--- src/enq_pkg.sv ---
// shared widths and encodings; QID_W sets NUM_Q, and BYTES_W must be at least LEN_W

package enq_pkg;

	// ======================================================================
	// widths
	// ======================================================================

	// queue number width, four queues by default
	localparam int QID_W = 2;

	// packet length in bytes, up to 2047
	localparam int LEN_W = 11;

	// per-queue byte counter and byte limit
	localparam int BYTES_W = 16;

	// number of queues follows from the qid width
	localparam int NUM_Q = 1 << QID_W;

	// ======================================================================
	// command opcode
	// ======================================================================

	// enqueue adds bytes and one packet
	// dequeue removes bytes and one packet
	typedef enum logic {
		OP_ENQ = 1'b0,
		OP_DEQ = 1'b1
	} enq_op_e;

	// ======================================================================
	// result verdict
	// ======================================================================

	// ok means the counters were updated
	// drop is an enqueue over the byte limit
	// underflow is a dequeue with no packet or too few bytes
	typedef enum logic [1:0] {
		VD_OK        = 2'd0,
		VD_DROP      = 2'd1,
		VD_UNDERFLOW = 2'd2
	} enq_verdict_e;

endpackage

--- src/fifo_ctrl.sv ---
// pointer and flag controller; caller must never write while full or read while empty

`timescale 1ns/100ps

module fifo_ctrl #(
	parameter int FIFO_DEPTH_NBITS = 3
) (
	input  logic                        clk,
	input  logic                        arst_n,
	input  logic                        rd,
	input  logic                        wr,
	output logic [FIFO_DEPTH_NBITS-1:0] rptr,
	output logic [FIFO_DEPTH_NBITS-1:0] wptr,
	output logic [FIFO_DEPTH_NBITS:0]   count,
	output logic                        full,
	output logic                        empty
);

	localparam int DEPTH = 1 << FIFO_DEPTH_NBITS;

	// accepted requests only
	logic                      rd_ok;
	logic                      wr_ok;
	logic [FIFO_DEPTH_NBITS:0] count_nxt;

	assign rd_ok = rd && !empty;
	assign wr_ok = wr && !full;

	// occupancy after this edge
	always_comb begin
		count_nxt = count;
		if (wr_ok && !rd_ok)
			count_nxt = count + (FIFO_DEPTH_NBITS+1)'(1);
		else if (rd_ok && !wr_ok)
			count_nxt = count - (FIFO_DEPTH_NBITS+1)'(1);
	end

	// ======================================================================
	// pointers, count and flags
	// ======================================================================

	always_ff @(posedge clk or negedge arst_n) begin
		if (!arst_n) begin
			rptr  <= '0;
			wptr  <= '0;
			count <= '0;
			full  <= 1'b0;
			empty <= 1'b1;
		end else begin
			// pointers wrap naturally at the power-of-two depth
			if (rd_ok)
				rptr <= rptr + FIFO_DEPTH_NBITS'(1);
			if (wr_ok)
				wptr <= wptr + FIFO_DEPTH_NBITS'(1);
			count <= count_nxt;
			// flags registered from next count
			full  <= (count_nxt == DEPTH[FIFO_DEPTH_NBITS:0]);
			empty <= (count_nxt == '0);
		end
	end

	// upstream logic must respect the flags it was given last edge
	a_no_overrun: assert property (@(posedge clk) disable iff (!arst_n)
		!(wr && full) && !(rd && empty))
		else $error("fifo_ctrl access past full or empty");

endmodule

--- src/enq_cmd_fifo.sv ---
// command FIFO with registered head; holds 2**FIFO_DEPTH_NBITS entries plus the head

`timescale 1ns/100ps

module enq_cmd_fifo #(
	parameter int FIFO_DEPTH_NBITS = 3
) (
	input  logic                       clk,
	input  logic                       arst_n,
	input  logic                       push,
	input  enq_pkg::enq_op_e           push_op,
	input  logic [enq_pkg::QID_W-1:0]  push_qid,
	input  logic [enq_pkg::LEN_W-1:0]  push_len,
	input  logic                       pop,
	output logic                       head_valid,
	output enq_pkg::enq_op_e           head_op,
	output logic [enq_pkg::QID_W-1:0]  head_qid,
	output logic [enq_pkg::LEN_W-1:0]  head_len,
	output logic                       full
);

	import enq_pkg::*;

	localparam int DEPTH = 1 << FIFO_DEPTH_NBITS;
	// entry layout is op, qid, len from msb down
	localparam int ENT_W = 1 + QID_W + LEN_W;

	logic [ENT_W-1:0]            push_ent;
	logic [ENT_W-1:0]            head_q;
	logic [ENT_W-1:0]            mem [DEPTH];
	logic [ENT_W-1:0]            mem_rd;
	logic                        mem_rd_en;
	logic                        mem_wr_en;
	logic [FIFO_DEPTH_NBITS-1:0] mem_rptr;
	logic [FIFO_DEPTH_NBITS-1:0] mem_wptr;
	logic [FIFO_DEPTH_NBITS:0]   mem_count;
	logic                        mem_full;
	logic                        mem_empty;
	logic                        head_ld;

	assign push_ent = {push_op, push_qid, push_len};

	// ======================================================================
	// memory behind the head
	// ======================================================================

	// pop refills head from memory when memory has data
	assign mem_rd_en = pop && !mem_empty;
	// push bypasses memory if head is free or drains this edge
	assign mem_wr_en = push && head_valid && !(pop && mem_empty);

	fifo_ctrl #(
		.FIFO_DEPTH_NBITS(FIFO_DEPTH_NBITS)
	) u_fifo_ctrl (
		.clk   (clk),
		.arst_n(arst_n),
		.rd    (mem_rd_en),
		.wr    (mem_wr_en),
		.rptr  (mem_rptr),
		.wptr  (mem_wptr),
		.count (mem_count),
		.full  (mem_full),
		.empty (mem_empty)
	);

	always_ff @(posedge clk) begin
		if (mem_wr_en)
			mem[mem_wptr] <= push_ent;
	end

	assign mem_rd = mem[mem_rptr];

	// ======================================================================
	// head register
	// ======================================================================

	assign head_ld = mem_rd_en || (push && (!head_valid || (pop && mem_empty)));

	always_ff @(posedge clk or negedge arst_n) begin
		if (!arst_n)
			head_valid <= 1'b0;
		else if (pop)
			head_valid <= !mem_empty || push;
		else if (push)
			head_valid <= 1'b1;
	end

	// older memory entry wins over a same-edge push
	always_ff @(posedge clk) begin
		if (head_ld)
			head_q <= mem_rd_en ? mem_rd : push_ent;
	end

	assign head_op  = enq_op_e'(head_q[ENT_W-1]);
	assign head_qid = head_q[LEN_W +: QID_W];
	assign head_len = head_q[LEN_W-1:0];

	// only full when both head and memory are taken
	assign full = head_valid && mem_full;

	a_push_pop_legal: assert property (@(posedge clk) disable iff (!arst_n)
		!(push && full) && !(pop && !head_valid))
		else $error("enq_cmd_fifo push while full or pop while empty");

	// memory never holds data behind an empty head
	a_head_first: assert property (@(posedge clk) disable iff (!arst_n)
		(mem_count != '0) |-> head_valid)
		else $error("enq_cmd_fifo memory occupied with empty head");

endmodule

--- src/queue_limit_regs.sv ---
// per-queue byte limits; a write is seen by the read port from the next cycle

`timescale 1ns/100ps

module queue_limit_regs #(
	parameter logic [enq_pkg::BYTES_W-1:0] DEFAULT_LIMIT = 16'd4096
) (
	input  logic                         clk,
	input  logic                         arst_n,
	input  logic                         cfg_wr,
	input  logic [enq_pkg::QID_W-1:0]    cfg_qid,
	input  logic [enq_pkg::BYTES_W-1:0]  cfg_limit,
	input  logic [enq_pkg::QID_W-1:0]    lim_qid,
	output logic [enq_pkg::BYTES_W-1:0]  lim_value
);

	import enq_pkg::*;

	// one limit per queue
	logic [BYTES_W-1:0] limit_q [NUM_Q];

	// ======================================================================
	// write side
	// ======================================================================

	// every queue starts at the default limit
	always_ff @(posedge clk or negedge arst_n) begin
		if (!arst_n) begin
			for (int i = 0; i < NUM_Q; i++)
				limit_q[i] <= DEFAULT_LIMIT;
		end else if (cfg_wr) begin
			// register write always completes
			limit_q[cfg_qid] <= cfg_limit;
		end
	end

	// ======================================================================
	// read side
	// ======================================================================

	// combinational lookup for the engine
	assign lim_value = limit_q[lim_qid];

endmodule

--- src/enq_engine.sv ---
// enqueue engine; one command per cycle, result held while out_ready is low

`timescale 1ns/100ps

module enq_engine (
	input  logic                          clk,
	input  logic                          arst_n,
	input  logic                          fifo_valid,
	input  enq_pkg::enq_op_e              fifo_op,
	input  logic [enq_pkg::QID_W-1:0]     fifo_qid,
	input  logic [enq_pkg::LEN_W-1:0]     fifo_len,
	input  logic [enq_pkg::BYTES_W-1:0]   lim_value,
	input  logic                          out_ready,
	output logic                          fifo_pop,
	output logic [enq_pkg::QID_W-1:0]     lim_qid,
	output logic                          out_valid,
	output enq_pkg::enq_op_e              out_op,
	output logic [enq_pkg::QID_W-1:0]     out_qid,
	output enq_pkg::enq_verdict_e         out_verdict,
	output logic [enq_pkg::BYTES_W-1:0]   out_bytes
);

	import enq_pkg::*;

	// packet counter sized like the byte counter
	localparam int PKT_W = BYTES_W;

	logic [BYTES_W-1:0] bytes_q [NUM_Q];
	logic [PKT_W-1:0]   pkts_q  [NUM_Q];
	logic [BYTES_W-1:0] cur_bytes;
	logic [PKT_W-1:0]   cur_pkts;
	logic [BYTES_W-1:0] len_ext;
	logic [BYTES_W:0]   enq_sum;
	logic [BYTES_W-1:0] new_bytes;
	logic [PKT_W-1:0]   new_pkts;
	enq_verdict_e       verdict;

	// take a new head when the output slot is free or draining
	assign fifo_pop = fifo_valid && (!out_valid || out_ready);

	// limit lookup follows the head
	assign lim_qid = fifo_qid;

	assign cur_bytes = bytes_q[fifo_qid];
	assign cur_pkts  = pkts_q[fifo_qid];
	assign len_ext   = {{(BYTES_W-LEN_W){1'b0}}, fifo_len};
	// one extra bit so the limit test sees wrap
	assign enq_sum   = {1'b0, cur_bytes} + {1'b0, len_ext};

	// ======================================================================
	// verdict
	// ======================================================================

	always_comb begin
		verdict   = VD_OK;
		new_bytes = cur_bytes;
		new_pkts  = cur_pkts;
		unique case (fifo_op)
			OP_ENQ: begin
				if (enq_sum <= {1'b0, lim_value}) begin
					new_bytes = enq_sum[BYTES_W-1:0];
					new_pkts  = cur_pkts + PKT_W'(1);
				end else begin
					verdict = VD_DROP;
				end
			end
			OP_DEQ: begin
				// needs a packet and enough bytes
				if (cur_pkts != '0 && cur_bytes >= len_ext) begin
					new_bytes = cur_bytes - len_ext;
					new_pkts  = cur_pkts - PKT_W'(1);
				end else begin
					verdict = VD_UNDERFLOW;
				end
			end
		endcase
	end

	// ======================================================================
	// counters and result register
	// ======================================================================

	always_ff @(posedge clk or negedge arst_n) begin
		if (!arst_n) begin
			for (int i = 0; i < NUM_Q; i++) begin
				bytes_q[i] <= '0;
				pkts_q[i]  <= '0;
			end
		end else if (fifo_pop && verdict == VD_OK) begin
			bytes_q[fifo_qid] <= new_bytes;
			pkts_q[fifo_qid]  <= new_pkts;
		end
	end

	always_ff @(posedge clk or negedge arst_n) begin
		if (!arst_n)
			out_valid <= 1'b0;
		else if (fifo_pop)
			out_valid <= 1'b1;
		else if (out_ready)
			out_valid <= 1'b0;
	end

	// payload loads with the pop, else holds
	always_ff @(posedge clk) begin
		if (fifo_pop) begin
			out_op      <= fifo_op;
			out_qid     <= fifo_qid;
			out_verdict <= verdict;
			out_bytes   <= new_bytes;
		end
	end

	a_out_hold: assert property (@(posedge clk) disable iff (!arst_n)
		out_valid && !out_ready |=>
			out_valid && $stable({out_op, out_qid, out_verdict, out_bytes}))
		else $error("enq_engine result changed under back-pressure");

endmodule

--- src/enq_top.sv ---
// queue manager enqueue path; result appears two cycles after an idle accept

`timescale 1ns/100ps

module enq_top #(
	parameter int                          FIFO_DEPTH_NBITS = 3,
	parameter logic [enq_pkg::BYTES_W-1:0] DEFAULT_LIMIT    = 16'd4096
) (
	input  logic                          clk,
	input  logic                          arst_n,
	// command stream
	input  logic                          in_valid,
	input  enq_pkg::enq_op_e              in_op,
	input  logic [enq_pkg::QID_W-1:0]     in_qid,
	input  logic [enq_pkg::LEN_W-1:0]     in_len,
	output logic                          in_ready,
	// limit writes
	input  logic                          cfg_wr,
	input  logic [enq_pkg::QID_W-1:0]     cfg_qid,
	input  logic [enq_pkg::BYTES_W-1:0]   cfg_limit,
	// result stream
	input  logic                          out_ready,
	output logic                          out_valid,
	output enq_pkg::enq_op_e              out_op,
	output logic [enq_pkg::QID_W-1:0]     out_qid,
	output enq_pkg::enq_verdict_e         out_verdict,
	output logic [enq_pkg::BYTES_W-1:0]   out_bytes
);

	import enq_pkg::*;

	logic               fifo_full;
	logic               fifo_push;
	logic               fifo_valid;
	enq_op_e            fifo_op;
	logic [QID_W-1:0]   fifo_qid;
	logic [LEN_W-1:0]   fifo_len;
	logic               fifo_pop;
	logic [QID_W-1:0]   lim_qid;
	logic [BYTES_W-1:0] lim_value;

	// ======================================================================
	// command handshake
	// ======================================================================

	assign in_ready  = !fifo_full;
	assign fifo_push = in_valid && in_ready;

	enq_cmd_fifo #(
		.FIFO_DEPTH_NBITS(FIFO_DEPTH_NBITS)
	) u_cmd_fifo (
		.clk       (clk),
		.arst_n    (arst_n),
		.push      (fifo_push),
		.push_op   (in_op),
		.push_qid  (in_qid),
		.push_len  (in_len),
		.pop       (fifo_pop),
		.head_valid(fifo_valid),
		.head_op   (fifo_op),
		.head_qid  (fifo_qid),
		.head_len  (fifo_len),
		.full      (fifo_full)
	);

	queue_limit_regs #(
		.DEFAULT_LIMIT(DEFAULT_LIMIT)
	) u_limits (
		.clk      (clk),
		.arst_n   (arst_n),
		.cfg_wr   (cfg_wr),
		.cfg_qid  (cfg_qid),
		.cfg_limit(cfg_limit),
		.lim_qid  (lim_qid),
		.lim_value(lim_value)
	);

	enq_engine u_engine (
		.clk        (clk),
		.arst_n     (arst_n),
		.fifo_valid (fifo_valid),
		.fifo_op    (fifo_op),
		.fifo_qid   (fifo_qid),
		.fifo_len   (fifo_len),
		.lim_value  (lim_value),
		.out_ready  (out_ready),
		.fifo_pop   (fifo_pop),
		.lim_qid    (lim_qid),
		.out_valid  (out_valid),
		.out_op     (out_op),
		.out_qid    (out_qid),
		.out_verdict(out_verdict),
		.out_bytes  (out_bytes)
	);

endmodule

--- config.mk ---
export PLATFORM = sky130hd
export DESIGN_NAME = enq_top
export DESIGN_NICKNAME = d
export VERILOG_FILES = /design/src/enq_pkg.sv /design/src/fifo_ctrl.sv /design/src/enq_cmd_fifo.sv /design/src/queue_limit_regs.sv /design/src/enq_engine.sv /design/src/enq_top.sv
export SDC_FILE = /design/constraint.sdc
export NUM_CORES = 1
export LEC_CHECK = 0
export BUFFER_PORTS_ARGS = -buffer_cell sky130_fd_sc_hd__buf_4
export CORE_ASPECT_RATIO = 1.4
export CORE_MARGIN = 4
export CORE_UTILIZATION = 40
export DETAILED_ROUTE_END_ITERATION = 10
export PLACE_DENSITY = 0.62
export RECOVER_POWER = 25
export SLEW_MARGIN = 30
export SYNTH_ARGS = -nofsm -noshare
export SYNTH_HDL_FRONTEND = slang
export SYNTH_SLANG_ARGS = --single-unit
--- constraint.sdc ---
create_clock -name clk -period 7.87 [get_ports clk]
set_input_delay 0.787 -clock clk [delete_from_list [all_inputs] [get_ports clk]]
set_output_delay 0.787 -clock clk [all_outputs]
set_load 0.01 [all_outputs]
## Word-level counts from Yosys, hierarchy flattened

Memory sizes are Yosys's and may differ from the RTL's.
Index checks and enable logic that the tools add are counted.

- $add $sub $neg: 8
- Multiply operators: 0
- Div/mod/pow operators: 0
- Order comparisons: 6
- Equal/unequal tests: 1
- Shifts and indexed selects: 0
- Multiplexer cells: 34
- Bitwise operators: 3
- Reductions and logical operators: 33

Operator list:

| kind | count |
|---|---|
| 64-bit bitwise mux | 3 |
| 16-bit 2-to-1 mux | 12 |
| 16-bit binary-select mux with 2-bit select | 3 |
| 16-bit demux with 2-bit select | 2 |
| 16-bit case mux with 2 select lines | 2 |
| 16-bit by 11-bit adder with 17-bit output | 1 |
| 17-bit by 16-bit <= comparator with 1-bit output | 1 |
| 16-bit by 1-bit adder with 16-bit output, second input constant | 1 |
| 16-bit by 11-bit greater-or-equal comparator with 1-bit output | 1 |
| 1-bit logical AND | 16 |
| 16-bit nonzero test | 1 |
| 16-bit by 1-bit subtractor with 16-bit output, second input constant | 1 |
| 16-bit by 11-bit subtractor with 16-bit output | 1 |
| 14-bit 2-to-1 mux | 1 |
| 1-bit zero test | 8 |
| 4-bit 2-to-1 mux | 2 |
| 1-bit 2-to-1 mux | 7 |
| 3-bit by 1-bit adder with 3-bit output, second input constant | 2 |
| 3-bit greater-or-equal comparator, second input constant | 2 |
| 3-bit by 1-bit less-than comparator with 1-bit output, second input constant | 2 |
| 2-bit NOT with 3-bit output | 2 |
| 4-bit by 1-bit adder with 4-bit output, second input constant | 1 |
| 4-bit == test, second input constant | 1 |
| 4-bit zero test | 1 |
| other kinds (7) | 11 |

- Register bits after elaboration: 241
- Latch bits: 0
- Memory bits (writable): 112
- Memory bits (read-only): 0
- Output and inout bits: 23
- Word-level logic and storage cells: 110
- Memories: 1

Memories:

| name | words | width | rd ports | clocked after memory_dff | write ports | RTL line | RTL |
|---|---|---|---|---|---|---|---|
| u_cmd_fifo.mem | 8 | 14 | 1 | 0 | 1 | enq_cmd_fifo.sv:30 | `logic [ENT_W-1:0] mem [DEPTH];` |

## Depth between registers and ports, before layout

- Depth in word-level cells: 12
- Mapped depth: 25
- Gate-level depth less buffers: 18

## Hierarchy

Synthesis repeated with hierarchy kept, for this count alone.

- Cells, all modules: 1,243
- Area total of the unflattened synthesis: 17,364.2 sq um

By module, submodules not included:

| module | instances | cells an instance | area an instance (sq um) |
|---|---|---|---|
| enq_engine | 1 | 756 | 8,953.6 |
| enq_cmd_fifo | 1 | 279 | 5,009.8 |
| queue_limit_regs | 1 | 156 | 2,797.7 |
| fifo_ctrl | 1 | 50 | 593.1 |
| enq_top | 1 | 2 | 10.0 |

## Least setup slack after synthesis

Ideal clock, no wire load.

- Kind: reg2reg
- Start point: register u_cmd_fifo.head_q[11]
- End point: register u_engine.pkts_q[10] (netlist name)
- Setup time: 125 ps
- Data arrival time: 6,533 ps
- Slack: 1,213 ps
- Cell stages (with the launch flop): 24
- Path buffers: 6
- Clock period less this slack: 6,657 ps
- Path through: edfxtp_1 > buf_6 > buf_2 > buf_2 > buf_1 > mux4_2 > ha_1 > clkbuf_1 > a221oi_1 > o41ai_1 > o221ai_1 > a211oi_1 > nand2b_1 > xnor2_1 > ha_1 > nand4_1 > nor4_1 > o21a_1 > a211oi_1 > nor2_2 > nor2_4 > nor2_2 > buf_2 > mux2_2

- Word-level cells in the longest chain between the ends: 10

Ends and longest elaborated chain:

| item | RTL line | RTL |
|---|---|---|
| from (decl) | enq_cmd_fifo.sv:29 | `logic [ENT_W-1:0] head_q;` |
| from (signal assigned) | enq_cmd_fifo.sv:91 | `head_q <= mem_rd_en ? mem_rd : push_ent;` |
| 2-bit NOT with 3-bit output (not written as such) * | -- |  |
| 16-bit binary-select mux with 2-bit select (on tied branches) | enq_engine.sv:44, enq_engine.sv:45 |  |
| 16-bit 2-to-1 mux (on tied branches) (2 in series) | enq_engine.sv:44, enq_engine.sv:45 |  |
| 16-bit by 11-bit adder with 17-bit output (tied with other cells) | enq_engine.sv:48 | `assign enq_sum = {1'b0, cur_bytes} + {1'b0, len_ext};` |
| 17-bit by 16-bit <= comparator with 1-bit output or 1-bit logical AND (tied branches) | enq_engine.sv:60, enq_engine.sv:69 |  |
| 1-bit 2-to-1 mux or 2-bit 2-to-1 mux (tied branches) | enq_engine.sv:60, enq_engine.sv:69 |  |
| 2-bit case mux with 2 select lines | enq_engine.sv:58 | `unique case (fifo_op)` |
| 2-bit zero test | enq_engine.sv:89 | `end else if (fifo_pop && verdict == VD_OK) begin` |
| 1-bit logical AND | enq_engine.sv:89 |  |
| to (signal, indexed assignment) | enq_engine.sv:91 | `pkts_q[fifo_qid] <= new_pkts;` |
| to (decl) | enq_engine.sv:29 | `logic [PKT_W-1:0] pkts_q [NUM_Q];` |

Mark *: on every way between the ends. The rest lies on a longest branch, timed or not. The select of a mux whose other input is x is not followed.
A chain may end at the register's enable or synchronous reset.

## Final worst setup path

- Start point: register u_cmd_fifo.head_q[12]
- End point: register u_engine.pkts_q[30] (netlist name)

The elaborated chain is that of the path after synthesis.

==> metrics.md <==
| Metric | Value |
|---|---|
| Setup repair after global routing missed its margin | `no` |
| Final Hold Viols | `0` |
| Max H-tree Level | `2` |
| Number of placement rows | `89` |
| Floorplan die width | `183.3 um` |
| Run status | `complete, but fails checks` |
| Total of warnings raised by yosys | `0` |
| Max-capacitance violation count | `3` |
| Overall overflow remaining after global route | `0` |
| Sequential cell area | `9580 um2` |
| # diodes | `0` |
| Critical Setup Path Class | `reg2reg` |
| Required time at the worst-slack endpoint | `8280 ps` |
| Routed via count | `10,340` |
| Number of buffers inserted during clock tree synthesis | `36` |
| Final wirelength | `39,360 um` |
| Largest cells by area after synthesis | `sky130_fd_sc_hd__dfrtp_1 (29%), sky130_fd_sc_hd__edfxtp_1 (26%), sky130_fd_sc_hd__mux2_2 (11%)` |
| Count of pins over their slew limit | `108` |
| Residual DRC count | `0` |
| Placeable core region | `42,320 um2` |
| Routed wirelength normalized by instance count | `21.27 um` |
| Hold crit path type | `reg2reg` |
| Final period util | `89.48%` |
| Largest net degree at the start of global routing | `80` |
| Setup clock skew after layout | `13.34 ps` |
| Final core utilization | `45.83%` |
| Yosys top cell by area | `sky130_fd_sc_hd__dfrtp_1` |
| Number of port buffers | `59` |
| CTS Root Buffer Type | `sky130_fd_sc_hd__clkbuf_16` |
| Antenna viol nets, final | `0` |
| Starting density of the core | `40.65%` |
| Post-Syn Area per Cell | `14.26 um2` |
| Arr. time, crit path | `7450 ps` |
| Buffering stage count on the worst path with inverters included | `3` |
| Buffers inserted during post-CTS setup optimization | `0` |
| Final weighted congestion in routability-driven placement | `0.9678` |
| Commonest non-fill, non-tap cell in the layout | `sky130_fd_sc_hd__dfrtp_1` |
| Number of inserted filler cells in the final layout | `3,779` |
| First-pass iteration count of the detailed router | `5` |
| Cell Area, Synth | `17,200 um2` |
| Asr flop ratio synth | `58.36%` |
| Fraction of synthesized cell area taken by the top area cell type | `29.24%` |
| Global routing usage summed across all routing layers | `17.11%` |
| Number of synthesized register bits | `353` |
| Register area share after synthesis | `55.67%` |
| Global-route wire length before repair | `62,450 um` |
| Failing checks | `max-capacitance violations, max-slew violations` |
| Number of clock sinks | `353` |
| Maximum clock frequency | `142.0 MHz` |
| Area Overhead vs Synth | `12.75%` |
| Via count of the first global-routing pass | `10,950` |
| Die area | `46,430 um2` |
| Synthesized instance count | `1,206` |
| Delay of the slowest cell on the worst path | `1530 ps` |
| Syn Nets | `1,289` |
| TNS Setup | `0 ps` |
| Kind of end point of the critical path | `register` |
| Avg Vias per Cell | `5.591` |
| Detailed router's first-iteration violation count | `460` |
| Relative slew slack | `-133.1%` |
| Min cycle time layout | `7042 ps` |
| CP Cell Sequence | `clkbuf_1 > mux4_2 > ha_1 > or3_1 > a211o_1 > and2_1 > nor2_1 > xor2_1 > ha_1 > nand4_1 > nor4_1 > o21a_1 > a211oi_1 > nor2_2 > nor2_4 > buf_4 > nor2_2 > buf_4 > mux2_2` |
| Clk slew on worst S/H paths | `60 ps` |
| Post-cts sizing count | `0` |
| Post-layout net count | `1,360` |
| Clock latency at the later pin of the worst-skew pair | `530 ps` |
| Die H | `253.4 um` |
| Half-perimeter wire length after placement | `27,270 um` |
| CTS tree | `built` |
| Most frequent cells in the layout | `sky130_fd_sc_hd__dfrtp_1 (199), sky130_fd_sc_hd__mux2_2 (165), sky130_fd_sc_hd__edfxtp_1 (147), sky130_fd_sc_hd__nand2_1 (72), sky130_fd_sc_hd__mux4_2 (70)` |
| Maximum buffer depth of the clock tree | `3` |
| Io pins | `60` |
| Most common flop cell mapped by yosys | `sky130_fd_sc_hd__dfrtp_1` |
| CP delay by family, top | `buffers and inverters` |
| Total of endpoints with negative setup slack in the final report | `0` |
| Number of synthesized flops with an enable pin | `147` |
| Critical-path cell with the highest stage delay | `sky130_fd_sc_hd__clkbuf_1` |
| Actual slew at the worst max-slew pin | `3496 ps` |
| Hold-fix buffers, CTS | `0` |
| Category of the worst setup path launch point | `register` |
| Number of different library cells in the post-synthesis netlist | `82` |
| Maximum fanout encountered on the critical timing path | `33` |
| Layout cell share with drive strength beyond 1 | `30.29%` |
| Footprint of the multi-input gates | `7246 um2` |
| Number of antenna violations at the first check in global routing | `0` |
-- per-layer routing --
metal  wire length, um  vias to the layer above  global-route usage [%]
met5                 0                        -                       0
met4              1516                        0                   6.516
met3              1335                       82                   2.457
met2             21190                      215                   31.45
met1             15320                     5338                   20.17
li1                  -                     4708                       -
-- flip-flops by register name (all words and copies together) (netlist names) --
signal,cells
u_cmd_fifo.u_fifo_ctrl.wptr,3
u_cmd_fifo.head_valid,1
u_cmd_fifo.head_q,14
u_engine.out_verdict,2
u_cmd_fifo.mem,112
u_limits.limit_q,64
u_engine.out_qid,2
u_cmd_fifo.u_fifo_ctrl.count,4
u_engine.out_valid,1
u_engine.out_bytes,16
u_cmd_fifo.u_fifo_ctrl.full,1
u_engine.out_op,1
u_engine.pkts_q,64
u_cmd_fifo.u_fifo_ctrl.rptr,3
u_cmd_fifo.u_fifo_ctrl.empty,1
u_engine.bytes_q,64
-- final timing paths --
path | from | endpoint | slack (ps) | cells after the start
setup reg to reg | u_cmd_fifo.head_q[12]$_DFFE_PP_ | u_engine.pkts_q[30]$_DFFE_PN0P_ | 830 | 19
hold reg to reg | u_engine.pkts_q[16]$_DFFE_PN0P_ | u_engine.pkts_q[16]$_DFFE_PN0P_ | 490 | 2
setup / recovery | u_cmd_fifo.head_q[12]$_DFFE_PP_ | u_engine.pkts_q[30]$_DFFE_PN0P_ | 830 | 19
max in group asynchronous | arst_n | u_cmd_fifo.u_fifo_ctrl.rptr[0]$_DFFE_PN0P_ | 4090 | 2
hold / removal | u_engine.pkts_q[16]$_DFFE_PN0P_ | u_engine.pkts_q[16]$_DFFE_PN0P_ | 490 | 2
min in group asynchronous | arst_n | u_limits.limit_q[61]$_DFFE_PN0P_ | 1450 | 1
-- through the flow --
step	cell area (um2)	setup slack [ps]	std cells	hold WS, ps
2_1_floorplan	17200	1213	1206	444.6
3_3_place_gp	18330	1090	1783	462.5
3_5_place_dp	18360	1081	1784	477.2
4_1_cts	19460	1028	1849	245.7
5_1_grt	19390	504.4	1850	463.1
6_report	19390	827.7	1850	486.3
-- cell type report --
type | count | share of cell area, %
flip-flops and latches | 353 | 49.40
multi-input cells | 749 | 37.36
clock buffers | 50 | 5.129
well taps | 546 | 3.523
repair buffers | 87 | 3.077
inverters | 50 | 0.9677
clock inverters | 15 | 0.5419
-- synth_stat cells, types with 7 or more instances --
library cell and instances:
sky130_fd_sc_hd__nand4_1 7, sky130_fd_sc_hd__ha_1 44, sky130_fd_sc_hd__xnor2_1 36, sky130_fd_sc_hd__and2_1 9
sky130_fd_sc_hd__a21o_1 7, sky130_fd_sc_hd__xor2_1 8, sky130_fd_sc_hd__nor3_1 23, sky130_fd_sc_hd__nor2_1 48
sky130_fd_sc_hd__a21oi_1 27, sky130_fd_sc_hd__edfxtp_1 147, sky130_fd_sc_hd__o21ai_0 45, sky130_fd_sc_hd__nor4_1 9
sky130_fd_sc_hd__mux2_2 165, sky130_fd_sc_hd__clkbuf_1 28, sky130_fd_sc_hd__mux4_2 70, sky130_fd_sc_hd__buf_1 8
sky130_fd_sc_hd__buf_2 11, sky130_fd_sc_hd__nand2_1 72, sky130_fd_sc_hd__dfrtp_1 201, sky130_fd_sc_hd__inv_1 50
sky130_fd_sc_hd__a211oi_1 7, sky130_fd_sc_hd__mux4_1 7, sky130_fd_sc_hd__mux2i_1 18, sky130_fd_sc_hd__nand2b_1 16
-- worst reg2reg max path, stage by stage, from the launching register on --
cell and delay [ps]:
sky130_fd_sc_hd__edfxtp_1 420, sky130_fd_sc_hd__clkbuf_1 1530, sky130_fd_sc_hd__mux4_2 540, sky130_fd_sc_hd__ha_1 460, sky130_fd_sc_hd__or3_1 390, sky130_fd_sc_hd__a211o_1 270
sky130_fd_sc_hd__and2_1 180, sky130_fd_sc_hd__nor2_1 170, sky130_fd_sc_hd__xor2_1 100, sky130_fd_sc_hd__ha_1 310, sky130_fd_sc_hd__nand4_1 140, sky130_fd_sc_hd__nor4_1 380
sky130_fd_sc_hd__o21a_1 170, sky130_fd_sc_hd__a211oi_1 90, sky130_fd_sc_hd__nor2_2 180, sky130_fd_sc_hd__nor2_4 70, sky130_fd_sc_hd__buf_4 200, sky130_fd_sc_hd__nor2_2 480
sky130_fd_sc_hd__buf_4 450, sky130_fd_sc_hd__mux2_2 390
-- logic make-up (layout without fill, tap and decap cells) --
group / count (synthesis) / in the layout / synth area share [%]
AOI/OAI and AO/OA: 163 / 163 / 6.707
xor gates and xnor gates: 44 / 44 / 2.240
and+or+nand+nor: 231 / 231 / 6.860
muxes: 265 / 265 / 22.46
DFF: 353 / 353 / 55.67
adders and majority gates: 46 / 46 / 3.433
buffers and inverters: 104 / 202 / 2.633
Power is not shown: default switching activity piles up to over one toggle a cycle in this logic, so the estimate is an artifact.
